## src/rlwe_pkg.sv

```systemverilog
/*
 * RLWE block-transform package
 * Lane, vector and address widths, modulus, block size,
 * vector typedefs, transform direction and sequencer state enums
 */

`default_nettype none

package rlwe_pkg;

    // ------------------------------------------------------------------------
    // Geometry and modulus
    // ------------------------------------------------------------------------
    localparam int LANE_W        = 16;                   // Bits per coefficient lane
    localparam int LANE_COUNT    = 4;                    // Lanes per memory word
    localparam int VEC_W         = LANE_W * LANE_COUNT;  // One memory word, 64 bits
    localparam int RLWE_Q        = 12289;                // Coefficient modulus
    localparam int BLOCK_VECTORS = 64;                   // Vectors walked per command
    localparam int ADDR_W        = 16;                   // Vector-granular address

    // ------------------------------------------------------------------------
    // Data types
    // ------------------------------------------------------------------------
    typedef logic [LANE_W-1:0] lane_t;                   // Value in 0 .. RLWE_Q-1
    typedef logic [VEC_W-1:0]  vec_t;                    // Lane 0 in the low bits
    typedef logic [ADDR_W-1:0] addr_t;

    // Wide enough to reach BLOCK_VECTORS itself
    typedef logic [$clog2(BLOCK_VECTORS+1)-1:0] vec_idx_t;

    // Transform direction carried by the command
    typedef enum logic {
        RLWE_FWD = 1'b0,                                 // Forward butterfly
        RLWE_INV = 1'b1                                  // Butterfly then halve
    } rlwe_op_e;

    // Block sequencer states
    typedef enum logic [2:0] {
        SEQ_IDLE  = 3'd0,                                // Waiting for a command
        SEQ_READ  = 3'd1,                                // Source read in flight
        SEQ_XFORM = 3'd2,                                // Vector in the butterfly stage
        SEQ_WRITE = 3'd3,                                // Destination write in flight
        SEQ_DONE  = 3'd4                                 // Ack held until req drops
    } seq_state_e;

endpackage : rlwe_pkg

`default_nettype wire
```

## src/rlwe_exu_top.sv

```systemverilog
/*
 * RLWE execution unit top level
 * Block sequencer, data-memory port and lane-pair butterfly stage
 */

`timescale 1ns/100ps
`default_nettype none

module rlwe_exu_top
    import rlwe_pkg::*;
(
    input  logic     clk,
    input  logic     rst_n,

    // Command port, four-phase
    input  logic     cmd_req,
    input  rlwe_op_e cmd_op,                    // Forward or inverse
    input  addr_t    cmd_src,                   // Source block base
    input  addr_t    cmd_dst,                   // Destination block base
    output logic     cmd_ack,
    output logic     busy,

    // Data memory port, four-phase
    output logic     mem_req,
    output logic     mem_we,
    output addr_t    mem_addr,
    output vec_t     mem_wdata,
    input  logic     mem_ack,
    input  vec_t     mem_rdata
);

    // ------------------------------------------------------------------------
    // Internal connections
    // ------------------------------------------------------------------------
    logic  mem_start;                           // Sequencer kicks one transfer
    logic  mem_write;
    addr_t xfer_addr;
    vec_t  wr_vec;
    logic  mem_done;                            // Transfer fully back to idle
    vec_t  rd_vec;

    logic  bf_in_valid;
    vec_t  bf_in_vec;
    logic  bf_inverse;
    logic  bf_out_valid;
    vec_t  bf_out_vec;

    rlwe_block_seq i_seq (
        .clk          (clk),
        .rst_n        (rst_n),
        .cmd_req      (cmd_req),
        .cmd_op       (cmd_op),
        .cmd_src      (cmd_src),
        .cmd_dst      (cmd_dst),
        .cmd_ack      (cmd_ack),
        .busy         (busy),
        .mem_start    (mem_start),
        .mem_write    (mem_write),
        .mem_addr_o   (xfer_addr),
        .wr_vec       (wr_vec),
        .mem_done     (mem_done),
        .rd_vec       (rd_vec),
        .bf_in_valid  (bf_in_valid),
        .bf_in_vec    (bf_in_vec),
        .bf_inverse   (bf_inverse),
        .bf_out_valid (bf_out_valid),
        .bf_out_vec   (bf_out_vec)
    );

    rlwe_mem_port i_mem_port (
        .clk        (clk),
        .rst_n      (rst_n),
        .mem_start  (mem_start),
        .mem_write  (mem_write),
        .mem_addr_i (xfer_addr),
        .wr_vec     (wr_vec),
        .mem_done   (mem_done),
        .rd_vec     (rd_vec),
        .mem_req    (mem_req),
        .mem_we     (mem_we),
        .mem_addr   (mem_addr),
        .mem_wdata  (mem_wdata),
        .mem_ack    (mem_ack),
        .mem_rdata  (mem_rdata)
    );

    rlwe_butterfly_pipe i_bfly (
        .clk          (clk),
        .rst_n        (rst_n),
        .bf_in_valid  (bf_in_valid),
        .bf_in_vec    (bf_in_vec),
        .bf_inverse   (bf_inverse),
        .bf_out_valid (bf_out_valid),
        .bf_out_vec   (bf_out_vec)
    );

endmodule : rlwe_exu_top

`default_nettype wire

```

## src/rlwe_block_seq.sv

```systemverilog
/*
 * Block sequencer
 * Command handshake, idle/read/transform/write FSM, vector counter
 * and source/destination address generation
 */

`timescale 1ns/100ps
`default_nettype none

module rlwe_block_seq
    import rlwe_pkg::*;
(
    input  logic     clk,
    input  logic     rst_n,
    input  logic     cmd_req,
    input  rlwe_op_e cmd_op,
    input  addr_t    cmd_src,
    input  addr_t    cmd_dst,
    output logic     cmd_ack,
    output logic     busy,
    output logic     mem_start,                   // One-cycle transfer kick
    output logic     mem_write,
    output addr_t    mem_addr_o,
    output vec_t     wr_vec,
    input  logic     mem_done,
    input  vec_t     rd_vec,
    output logic     bf_in_valid,
    output vec_t     bf_in_vec,
    output logic     bf_inverse,
    input  logic     bf_out_valid,
    input  vec_t     bf_out_vec
);

    seq_state_e state;
    vec_idx_t   idx;                              // Vector within the block
    vec_idx_t   idx_next;
    rlwe_op_e   op_q;                             // Latched command fields
    addr_t      src_q;
    addr_t      dst_q;

    logic       accept;
    logic       bf_capture;
    logic       wr_done;
    logic       last_vec;

    assign accept     = (state == SEQ_IDLE) && cmd_req;
    assign bf_capture = (state == SEQ_XFORM) && bf_out_valid;
    assign wr_done    = (state == SEQ_WRITE) && mem_done;
    assign idx_next   = idx + 1'b1;
    assign last_vec   = (idx_next == vec_idx_t'(BLOCK_VECTORS));  // Vector 63 written

    // Read data goes straight into the stage, it is held in the port
    assign bf_in_vec  = rd_vec;
    assign bf_inverse = (op_q == RLWE_INV);

    // ------------------------------------------------------------------------
    // Control FSM
    // ------------------------------------------------------------------------
    always_ff @(posedge clk or negedge rst_n) begin
        if (!rst_n) begin
            state       <= SEQ_IDLE;
            idx         <= '0;
            cmd_ack     <= 1'b0;
            busy        <= 1'b0;
            mem_start   <= 1'b0;
            mem_write   <= 1'b0;
            bf_in_valid <= 1'b0;
        end else begin
            mem_start   <= 1'b0;                  // Pulses by default
            bf_in_valid <= 1'b0;
            case (state)
                SEQ_IDLE: begin
                    if (accept) begin
                        idx       <= '0;
                        busy      <= 1'b1;
                        mem_start <= 1'b1;        // First source read
                        mem_write <= 1'b0;
                        state     <= SEQ_READ;
                    end
                end
                SEQ_READ: begin
                    if (mem_done) begin
                        bf_in_valid <= 1'b1;
                        state       <= SEQ_XFORM;
                    end
                end
                SEQ_XFORM: begin
                    if (bf_capture) begin
                        mem_start <= 1'b1;        // Destination write
                        mem_write <= 1'b1;
                        state     <= SEQ_WRITE;
                    end
                end
                SEQ_WRITE: begin
                    if (wr_done) begin
                        idx <= idx_next;
                        if (last_vec) begin
                            busy    <= 1'b0;      // Drops as ack rises
                            cmd_ack <= 1'b1;
                            state   <= SEQ_DONE;
                        end else begin
                            mem_start <= 1'b1;    // Next source read
                            mem_write <= 1'b0;
                            state     <= SEQ_READ;
                        end
                    end
                end
                SEQ_DONE: begin
                    if (!cmd_req) begin           // Host released, close handshake
                        cmd_ack <= 1'b0;
                        state   <= SEQ_IDLE;
                    end
                end
                default: state <= SEQ_IDLE;
            endcase
        end
    end

    // ------------------------------------------------------------------------
    // Command fields, addresses and write data
    // ------------------------------------------------------------------------
    always_ff @(posedge clk) begin
        if (accept) begin
            op_q       <= cmd_op;
            src_q      <= cmd_src;
            dst_q      <= cmd_dst;
            mem_addr_o <= cmd_src;                // Vector 0 of the source
        end
        if (bf_capture) begin
            wr_vec     <= bf_out_vec;
            mem_addr_o <= dst_q + addr_t'(idx);
        end
        if (wr_done && !last_vec) begin
            mem_addr_o <= src_q + addr_t'(idx_next);
        end
    end

endmodule : rlwe_block_seq

`default_nettype wire

```

## src/rlwe_mem_port.sv

```systemverilog
/*
 * Data-memory master
 * Four-phase req/ack phase machine with read-data capture
 */

`timescale 1ns/100ps
`default_nettype none

module rlwe_mem_port
    import rlwe_pkg::*;
(
    input  logic  clk,
    input  logic  rst_n,
    input  logic  mem_start,
    input  logic  mem_write,
    input  addr_t mem_addr_i,
    input  vec_t  wr_vec,
    output logic  mem_done,                       // One cycle, handshake fully idle
    output vec_t  rd_vec,                         // Last read word
    output logic  mem_req,
    output logic  mem_we,
    output addr_t mem_addr,
    output vec_t  mem_wdata,
    input  logic  mem_ack,
    input  vec_t  mem_rdata
);

    typedef enum logic [1:0] {
        MP_IDLE    = 2'd0,
        MP_REQ     = 2'd1,                        // Request up, waiting for ack
        MP_RELEASE = 2'd2                         // Request down, waiting for ack low
    } mp_phase_e;

    mp_phase_e phase;

    assign mem_req = (phase == MP_REQ);

    always_ff @(posedge clk or negedge rst_n) begin
        if (!rst_n) begin
            phase    <= MP_IDLE;
            mem_we   <= 1'b0;
            mem_done <= 1'b0;
        end else begin
            mem_done <= 1'b0;
            case (phase)
                MP_IDLE: begin
                    if (mem_start) begin          // Kicks are only taken here
                        mem_we <= mem_write;
                        phase  <= MP_REQ;
                    end
                end
                MP_REQ: begin
                    if (mem_ack) phase <= MP_RELEASE;
                end
                MP_RELEASE: begin
                    if (!mem_ack) begin
                        mem_done <= 1'b1;
                        phase    <= MP_IDLE;
                    end
                end
                default: phase <= MP_IDLE;
            endcase
        end
    end

    // Address and data held stable for the whole request
    always_ff @(posedge clk) begin
        if (phase == MP_IDLE && mem_start) begin
            mem_addr  <= mem_addr_i;
            mem_wdata <= wr_vec;
        end
        if (mem_req && mem_ack && !mem_we) begin
            rd_vec <= mem_rdata;                  // Valid while ack is high
        end
    end

endmodule : rlwe_mem_port

`default_nettype wire

```

## src/rlwe_butterfly_pipe.sv

```systemverilog
/*
 * Lane-pair modular butterfly, two register stages
 * Stage 1 computes (a+b, a-b) mod Q on pairs (0,1) and (2,3),
 * stage 2 halves every lane mod Q for the inverse direction
 */

`timescale 1ns/100ps
`default_nettype none

module rlwe_butterfly_pipe
    import rlwe_pkg::*;
(
    input  logic clk,
    input  logic rst_n,
    input  logic bf_in_valid,
    input  vec_t bf_in_vec,
    input  logic bf_inverse,
    output logic bf_out_valid,                    // bf_in_valid delayed by 2
    output vec_t bf_out_vec
);

    logic s1_valid;
    logic s1_inv;                                 // Direction travels with the data
    vec_t s1_vec;
    vec_t s1_next;
    vec_t s2_next;

    // ------------------------------------------------------------------------
    // Modular helpers, operands already below Q so 16 bits never overflow
    // ------------------------------------------------------------------------
    function automatic lane_t mod_add(input lane_t a, input lane_t b);
        lane_t sum;
        sum = a + b;
        if (sum >= lane_t'(RLWE_Q)) sum = sum - lane_t'(RLWE_Q);
        return sum;
    endfunction

    function automatic lane_t mod_sub(input lane_t a, input lane_t b);
        if (a >= b) return a - b;
        return a + lane_t'(RLWE_Q) - b;           // Wrap negative back into range
    endfunction

    function automatic lane_t mod_half(input lane_t v);
        if (v[0]) return (v + lane_t'(RLWE_Q)) >> 1;  // Odd, Q makes it even
        return v >> 1;
    endfunction

    // ------------------------------------------------------------------------
    // Stage 1 butterfly
    // ------------------------------------------------------------------------
    always_comb begin
        lane_t a;
        lane_t b;
        s1_next = '0;
        for (int p = 0; p < LANE_COUNT / 2; p++) begin
            a = bf_in_vec[(2*p)*LANE_W +: LANE_W];       // Even lane
            b = bf_in_vec[(2*p+1)*LANE_W +: LANE_W];     // Odd lane
            s1_next[(2*p)*LANE_W +: LANE_W]   = mod_add(a, b);
            s1_next[(2*p+1)*LANE_W +: LANE_W] = mod_sub(a, b);
        end
    end

    // ------------------------------------------------------------------------
    // Stage 2 optional halving
    // ------------------------------------------------------------------------
    always_comb begin
        lane_t v;
        s2_next = s1_vec;                         // Forward passes through
        for (int l = 0; l < LANE_COUNT; l++) begin
            v = s1_vec[l*LANE_W +: LANE_W];
            if (s1_inv) s2_next[l*LANE_W +: LANE_W] = mod_half(v);
        end
    end

    always_ff @(posedge clk or negedge rst_n) begin
        if (!rst_n) begin
            s1_valid     <= 1'b0;
            bf_out_valid <= 1'b0;
        end else begin
            s1_valid     <= bf_in_valid;
            bf_out_valid <= s1_valid;
        end
    end

    always_ff @(posedge clk) begin
        if (bf_in_valid) begin
            s1_vec <= s1_next;
            s1_inv <= bf_inverse;
        end
        if (s1_valid) bf_out_vec <= s2_next;
    end

endmodule : rlwe_butterfly_pipe

`default_nettype wire

```

## config.mk

```make
export PLATFORM = sky130hd
export DESIGN_NAME = rlwe_exu_top
export DESIGN_NICKNAME = d
export VERILOG_FILES = /design/src/rlwe_pkg.sv /design/src/rlwe_exu_top.sv /design/src/rlwe_block_seq.sv /design/src/rlwe_mem_port.sv /design/src/rlwe_butterfly_pipe.sv
export SDC_FILE = /design/constraint.sdc
export NUM_CORES = 1
export LEC_CHECK = 0
export BUFFER_PORTS_ARGS = -buffer_cell sky130_fd_sc_hd__buf_4
export CORE_UTILIZATION = 55
export CTS_CLUSTER_SIZE = 12
export DETAILED_ROUTE_END_ITERATION = 8
export PLACE_DENSITY = 0.74
export SYNTH_ARGS = -nofsm -noshare
export SYNTH_HDL_FRONTEND = slang
export SYNTH_HIERARCHICAL = 1
export SYNTH_SLANG_ARGS = --single-unit
```

## constraint.sdc

```tcl
create_clock -name clk -period 4.8 [get_ports clk]
set_input_delay 0.96 -clock clk [delete_from_list [all_inputs] [get_ports clk]]
set_output_delay 0.96 -clock clk [all_outputs]
set_load 0.005 [all_outputs]
```

==> impl_summary.md, run 1 <==
Run status
The flow ran to the end, and the final reports show no timing, DRC or antenna violations.

STA
Setup repair after global routing left no endpoint under its margin. The final count of negative-setup-slack endpoints is 0. The worst path meets setup with 0.6024 ns of slack. The max-slew violation total from the final report was 0.

The count of final hold-check violations is 0. The minimum clock period is 4.198 ns. The setup clock skew after layout is 0.02008 ns. For the pin with the worst max-slew slack, the measured transition is 1.114 ns. Of the available clock period, the critical path in the final layout requires 87.45%. For this run, the top clock speed supported by timing is 0.2382 GHz. The total negative slack is 0 ns. The worst pin sits at a relative slew slack of 25.63%.

Synthesis
The gate count after technology mapping is 1970. The fraction of synthesized area in multiplexers is 0.8833%. The adder-cell share of the synthesized area is 9.444%. The number of nets handed over by synthesis was 2223. For this run, asynchronously set or reset flops after synthesis account for 5.160%. For this run, the number of Yosys warnings is 6.

The dominant register cell in the synthesized netlist is edfxtp_1. The summed instance area of the synthesized netlist is 0.02252 sq mm. The number of unique standard cell types used by synthesis is 93. In this run the mean area of a mapped cell was 11.43 sq um.

In this run, synthesis inferred 386 flip-flops with an integrated enable. After synthesis, the largest family of logic cells by area is simple AND/OR/NAND/NOR gates. After Yosys synthesis, and, or, nand and nor cells account for 12.30% of the synthesized area.

Summing the sequential cell areas from Yosys gives 53.80% of the chip area. The parity-gate share of the synthesized area counting xor and xnor cells is 5.305%. Counting flops and latches in the post-synthesis netlist gives 407. The synthesized netlist devotes 12.21% of its cell area to compound gates.

Floorplan
The number of core rows is 73. The die area is 0.04176 sq mm. Measured along the y axis, the die boundary spans 204.4 um.

The number of primary I/O pins is 185. Once the floorplan was initialized, standard cells occupied 56.17% of the core. The core box area is 0.04010 sq mm. The floorplan step set the die width to 204.4 um.

Final layout
The number of filler cells placed in the layout is 3038. The post-route netlist has 14.20% of its cells at a drive strength greater than 1. The utilization after layout is 63.24%.

Relative to the synthesized area, the layout overhead comes to 12.59%. The final cell count without fillers is 2645. The number of diodes is 0.

In the final design database the tool counted 2345 nets.

Worst setup path
The critical path goes through ha_1 -> fa_1 -> inv_1 -> ha_1 -> inv_1 -> or4_1 -> o31ai_1 -> o21ai_0 -> or4b_1 -> a211o_1 -> nor2b_1 -> xnor2_1. The slowest cell on the critical path is or4b_1. For this run, the slowest stage of the critical path takes 0.58 ns. The worst setup path is captured at a flop. At the worst endpoint, the arrival time is 4.50 ns. Of all nets on the critical path, the largest fanout is 15. The required arrival time at the worst endpoint is 5.10 ns. The critical path is of the flop to flop type. The worst setup path is launched from a flop.

Routing
The violation count after the first detailed-route iteration is 1123. The remaining design rule violation count is 0. The routed via count divided by cell count is 5.677. After detailed routing, the average wire length per cell comes to 17.38 um. In this run the remaining antenna-violating nets after routing total 0. The vias after detailed routing is 15020. The total wire length after detailed routing is 45.97 mm. The first detailed-routing pass ran for 7 iterations.

Global routing
The number of antenna violations at the first check in global routing came to 0. The first global-routing pass estimated 73.40 mm of wire. The pin count of the biggest net entering global routing is 66. The global-route total usage across every layer is 22.14%. The via count of the first global-routing pass is 14350. The total overflow left after global routing is 0.

Pwr
Across the VDD grid, the largest voltage drop is 0.2728 mV. Overall power consumption after layout is estimated at 10610 uW. Dividing total power by cell area gives a power density of 418.5 mW/mm^2.

The total leakage power is 0.009610 uW.

Clock tree
CTS built an H-tree with a depth of 2. The number of sinks on the clock net is 407. The count of buffers added by post-CTS timing repair for setup is 0. The clock passes through at most 3 buffers.

The number of hold buffers added after CTS is 0. The post-cts gate resize count is 0. Clock-pin slew was measured on the worst setup and hold paths at 0.06 ns. The clock insertion delay at the later pin of the skew report is 0.58 ns. Clock tree synthesis inserted a total of 44 buffers. CTS placed an instance of clkbuf_16 at the clock tree root. The TritonCTS clock tree is yes.

Job
The count of maximum capacitance violations is 0.

Worst hold path
In this run the worst hold path is classified as input pin to asynchronous set/reset pin.

Placement
In this run the tool buffered the top-level ports with 184 buffer cells. The worst setup slack before clock tree synthesis is 0.6200 ns. The number of placed cells counting well taps is 2571. Once detailed placement completed, the half-perimeter wirelength came to 34.01 mm. The congestion estimate from routability-driven global placement came to 0.8717.
==> flip-flops by register name, summed over array words and instances, names as in the netlist, 2 cells and up <==
register and flops:
i_bfly/bf_out_vec 64, i_bfly/s1_vec 64, i_mem_port/mem_addr 16, i_mem_port/mem_wdata 64
i_mem_port/phase 2, i_mem_port/rd_vec 64, i_seq/dst_q 16, i_seq/idx 7
i_seq/mem_addr_o 16, i_seq/src_q 16, i_seq/state 3, i_seq/wr_vec 64
==> layer usage <==
layer,global-route usage [%],vias up,part of all wire [%]
met3,3.268,67,6.8
met5,0,-,0
li1,-,7319,-
met4,7.409,0,2.3
met2,34.33,533,44
met1,31.93,7096,46
==> cell usage after synthesis, types with 12 or more instances <==
| cell type | n | area share (%) |
|---|---|---|
| fa_1 | 30 | 2.7 |
| nand2b_1 | 19 | 0.53 |
| buf_4 | 68 | 2.3 |
| nor2_1 | 125 | 2.1 |
| o22ai_1 | 13 | 0.36 |
| and3_1 | 17 | 0.47 |
| a21oi_1 | 144 | 3.2 |
| edfxtp_1 | 386 | 51 |
| inv_1 | 163 | 2.7 |
| ha_1 | 122 | 6.8 |
| a31oi_1 | 25 | 0.69 |
| mux2i_1 | 12 | 0.53 |
| nand2_1 | 123 | 2.0 |
| o211ai_1 | 20 | 0.67 |
| o21ai_0 | 103 | 2.3 |
| or3_1 | 16 | 0.44 |
| clkbuf_1 | 41 | 0.68 |
| xnor2_1 | 79 | 3.1 |
| dfrtp_1 | 21 | 2.3 |
| nand4_1 | 17 | 0.47 |
| xor2_1 | 50 | 1.9 |
| o21bai_1 | 12 | 0.40 |
| nor3_1 | 50 | 1.1 |
| nand3_1 | 77 | 1.7 |
| nor2b_1 | 28 | 0.78 |
==> report_power, final <==
part | internal (uW) | total [uW] | switching [uW]
clock network | 1970 | 3290 | 1320
logic | 1070 | 2670 | 1600
registers | 4420 | 4650 | 232
total | 7460 | 10600 | 3160
==> cell type report <==
type | instances | area [sq um] | area share, %
Sequential cell | 407 | 12120 | 47.79
Multi-Input combinational cell | 1275 | 9056 | 35.71
Timing Repair Buffer | 199 | 1506 | 5.940
Clock buffer | 60 | 1202 | 4.741
Tap cell | 525 | 656.9 | 2.590
Inverter | 165 | 619.3 | 2.442
Clock inverter | 14 | 198.9 | 0.7845
==> worst max-delay path, delay by kind of cell (launching register included) <==
kind / cells / cell delay [ns]
fa+ha+maj: 3 / 0.91
simple gates: 3 / 1.30
xor+xnor: 1 / 0.12
compound gates: 3 / 0.96
flops: 1 / 0.43
buf+inv: 2 / 0.19
==> through the flow <==
stage	area, sq um	hold WS [ns]
after floorplan	22520	0.4003
after global placement	23960	0.4013
after detailed placement	23960	0.4045
after CTS	25360	0.2432
after global routing	25360	0.2723
final	25360	0.2676
==> logic make-up after synthesis <==
logic type,Yosys count
xor+xnor,133
buf+inv,288
flops,407
compound gates,426
simple gates,545
fa+ha+maj,152
mux,19
==> worst paths after layout <==
| kind | from | endpoint | slack, ns | cells after the start |
|---|---|---|---|---|
| worst max register to register | i_mem_port/rd_vec[16] | i_bfly/s1_vec[6] | 0.60 | 12 |
| max in group asynchronous | rst_n | i_seq/bf_in_valid | 4.30 | 1 |
| min in group clk | i_bfly/bf_out_vec[1] | i_seq/wr_vec[1] | 0.41 | 0 |
| worst min register to register | i_bfly/bf_out_vec[1] | i_seq/wr_vec[1] | 0.41 | 0 |
| worst min-delay path | rst_n | i_bfly/bf_out_valid | 0.27 | 1 |
| worst max-delay path | i_mem_port/rd_vec[16] | i_bfly/s1_vec[6] | 0.60 | 12 |
==> cell usage in the layout, fill, tap and decap left out, drive strengths merged, types with 9 or more instances in the layout <==
cell,count
edfxtp,386
buf,199
inv,167
a21oi,144
nand2,128
nor2,125
ha,122
o21ai,104
xnor2,79
nand3,77
clkbuf,60
xor2,54
nor3,51
fa,30
nor2b,28
a31oi,25
dfrtp,21
o211ai,20
nand2b,20
and3,18
nand4,17
or3,16
o22ai,13
nor3b,13
mux2i,12
o21bai,12
o31ai,11
or4,11
nor4,11
a2111oi,11
a32o,10
a21o,9
o21a,9
(Power assumes the default switching activity.)
==> run 2, diff against run 1 <==
==> constraint.sdc (replaced) <==
create_clock -name clk -period 4.8 [get_ports clk]
set_input_delay 0.24 -clock clk [delete_from_list [all_inputs] [get_ports clk]]
set_output_delay 0.24 -clock clk [all_outputs]
set_load 0.005 [all_outputs]
==> run 2 against run 1 <==
Non-clock buffer count rose by 97. Final area rose by 3.7%. Sequential share of layout area fell by 1.7 points. Critical path depth did not move. Clock power fell by 2%. Flip-flop and latch count did not move. Critical path type unchanged. Largest cell class unchanged.
==> impl_summary.md, run 2 (synthesized netlist as in run 1, its figures left out) <==
Run status
The run finished with clean final reports.

Worst setup path
The largest fanout on the critical path is 15. The cell type group with the largest total delay on the critical path is simple AND/OR/NAND/NOR gates. At the worst endpoint, the required time is 5.10 ns.

At the worst endpoint, the arrival time is 4.77 ns. The critical path startpoint category is a flop. The startpoint-to-endpoint class of the critical path is flop to flop. The slowest cell on the critical path is or4b_1. The signal on the critical path passes through ha_1 -> fa_1 -> inv_1 -> ha_1 -> inv_1 -> or4_1 -> o31ai_1 -> o21ai_0 -> or4b_1 -> a211o_1 -> nor2b_1 -> xnor2_1.

The number of buffers and inverters on the critical path is 2. The endpoint type of the worst setup path is a flop. For this run, the slowest stage of the critical path takes 0.65 ns.

Clock tree
The clock-pin transition on the worst setup and hold timing paths is 0.06 ns. The clock reaches the later pin of the worst-skew pair after 0.58 ns. The number of levels in the clock H-tree is 2. The number of CTS-inserted buffers is 44. The library cell used as clock root buffer is clkbuf_16.

The number of gates resized after CTS was 0. The maximum clock path buffer count is 3. The TritonCTS clock tree is yes.

The number of sinks on the clock net is 407.

Final layout
Counting the fill cells in the layout gives 2989. The layout cell share with drive strength beyond 1 is 13.58%. The final-stage net count is 2442. The commonest non-fill, non-tap cell in the layout is edfxtp_1. Once layout is done, the placed cells without fillers occupy 0.02630 sq mm.

0 antenna diodes ended up in the layout. Registers take 0.01212 sq mm. The multi-input combinational cells in the finished layout cover a total of 0.009056 sq mm. The top cell types in the final layout, fill and taps aside, are edfxtp_1 (386), buf_4 (195), inv_1 (162).

From synthesis to final layout, the design area changed by 16.75%.

STA
Setup violations remaining at the end of the flow were counted as 0. The part of the cycle the worst path needs is 93.16%. Static timing analysis puts the maximum clock frequency at 0.2236 GHz. For the final database, setup skew stands at 0.01530 ns. Counting I/O delays and the setup requirement, the final critical path takes 4.472 ns. For the pin with the worst max-slew slack, the measured transition is 1.127 ns. The count of final hold-check violations is 0.

The total negative slack is 0 ns. The remaining max-slew budget at the tightest pin is 24.82%. Setup repair after global routing left no endpoint under its margin. The max-slew violation total from the final report was 0.

Floorplan
The die is 204.4 um tall. The core region is 0.04010 sq mm. The die boundary width is 204.4 um. The die area is 0.04176 sq mm. For this design the top-level I/O count stands at 185. The starting utilization of the core area is 56.17%. The floorplan has 73 rows.

Worst hold path
The worst hold path class is input pin to asynchronous set/reset pin.

Pwr
The worst voltage drop across the vdd grid is 0.3963 mV. The power density over the cells is 402.3 mW/mm^2. The total leakage power is 0.01000 uW.

Global routing
The via count of the first global-routing pass was 14770. The first global-routing pass estimated 74.35 mm of wire. The pin count of the biggest net entering global routing is 117. The overflow left after global routing is 0. Across every metal layer, demand over resource in global routing totals 22.53%. The number of antenna violations at the first check in global routing is 0.

Routing
The remaining design rule violation count is 0. For this block, the initial DRC count from the detailed router was 1147. Dividing the detail-routed wire length by the instance count gives 17.05 um. The iteration count of the initial detailed-routing pass is 5. Summing over every cut layer, the via total after detailed routing is 15300. The count of antenna-violating nets left after detailed routing is 0.

For this block, the routed nets add up to 46.74 mm of wire. In the routed layout, each cell is associated on average with a via count of 5.578.

Placement
The number of port buffers is 184. The area after detailed placement is 0.02394 sq mm. The total half-perimeter wirelength after legalization and detailed placement is 33.41 mm.

The routability congestion estimate from global placement is 0.8883.

Job
The tool flagged a number of max-cap violations equal to 0.
## run 2: changes by cell type in the layout (fill, tap and decap cells not counted), sizes merged
cell,change
buf,-3
dlygate4sd3,+100
clkbuf,-3
clkinv,+5
bufinv,-2
## run 2: per-stage QoR
step | util, % | std cells | setup WS [ns] | total power, uW | hold slack (ns)
2_1_floorplan | - | 1970 | 0.6936 | 6576 | -0.05559
3_3_place_gp | 59.69 | 2568 | 0.5115 | 7256 | 0.1399
3_5_place_dp | 59.69 | 2568 | 0.4076 | 7339 | 0.1426
4_1_cts | 65.58 | 2742 | 0.3661 | 10630 | 0.07241
5_1_grt | 65.58 | 2742 | 0.1209 | 11120 | 0.1145
6_report | 65.58 | 2742 | 0.3284 | 10580 | 0.1038
## run 2: worst paths after layout
| check | start | endpoint | slack (ns) | depth (start not counted) |
|---|---|---|---|---|
| hold / removal | rst_n | i_mem_port/phase[0] | 0.10 | 2 |
| setup / recovery | i_mem_port/rd_vec[0] | i_bfly/s1_vec[6] | 0.33 | 12 |
| min in group clk | mem_rdata[2] | i_mem_port/rd_vec[2] | 0.37 | 2 |
| hold reg to reg | i_seq/wr_vec[53] | i_mem_port/mem_wdata[53] | 0.41 | 0 |
| setup reg to reg | i_mem_port/rd_vec[0] | i_bfly/s1_vec[6] | 0.33 | 12 |
| max in group asynchronous | rst_n | i_seq/bf_in_valid | 4.45 | 2 |
## run 2: final cells by class
class,instances,area share (%)
sequential,407,46.09
multi-input combinational,1275,34.44
timing repair buffer,296,9.450
clock buffer,57,4.530
tap,525,2.498
inverter,165,2.355
clock inverter,17,0.6376
## run 2: timing repair
| action | CTS | global route |
|---|---|---|
| buffers inserted | 0 | 0 |
| hold buffers | 100 | 0 |
| endpoints found under the hold margin | 123 | 0 |
## run 2: where the power goes
group          switching [uW]  internal (uW)
clock network            1350           1860
logic                    1610           1120
registers                 229           4420
total                    3180           7400
## run 2: layer usage
metal / GRT usage (%) / vias up / share of wire [%]
met5: 0 / - / 0
met4: 7.409 / 0 / 2.3
met3: 3.141 / 75 / 5.9
met2: 36.32 / 446 / 45
met1: 31.47 / 7264 / 46
li1: - / 7511 / -
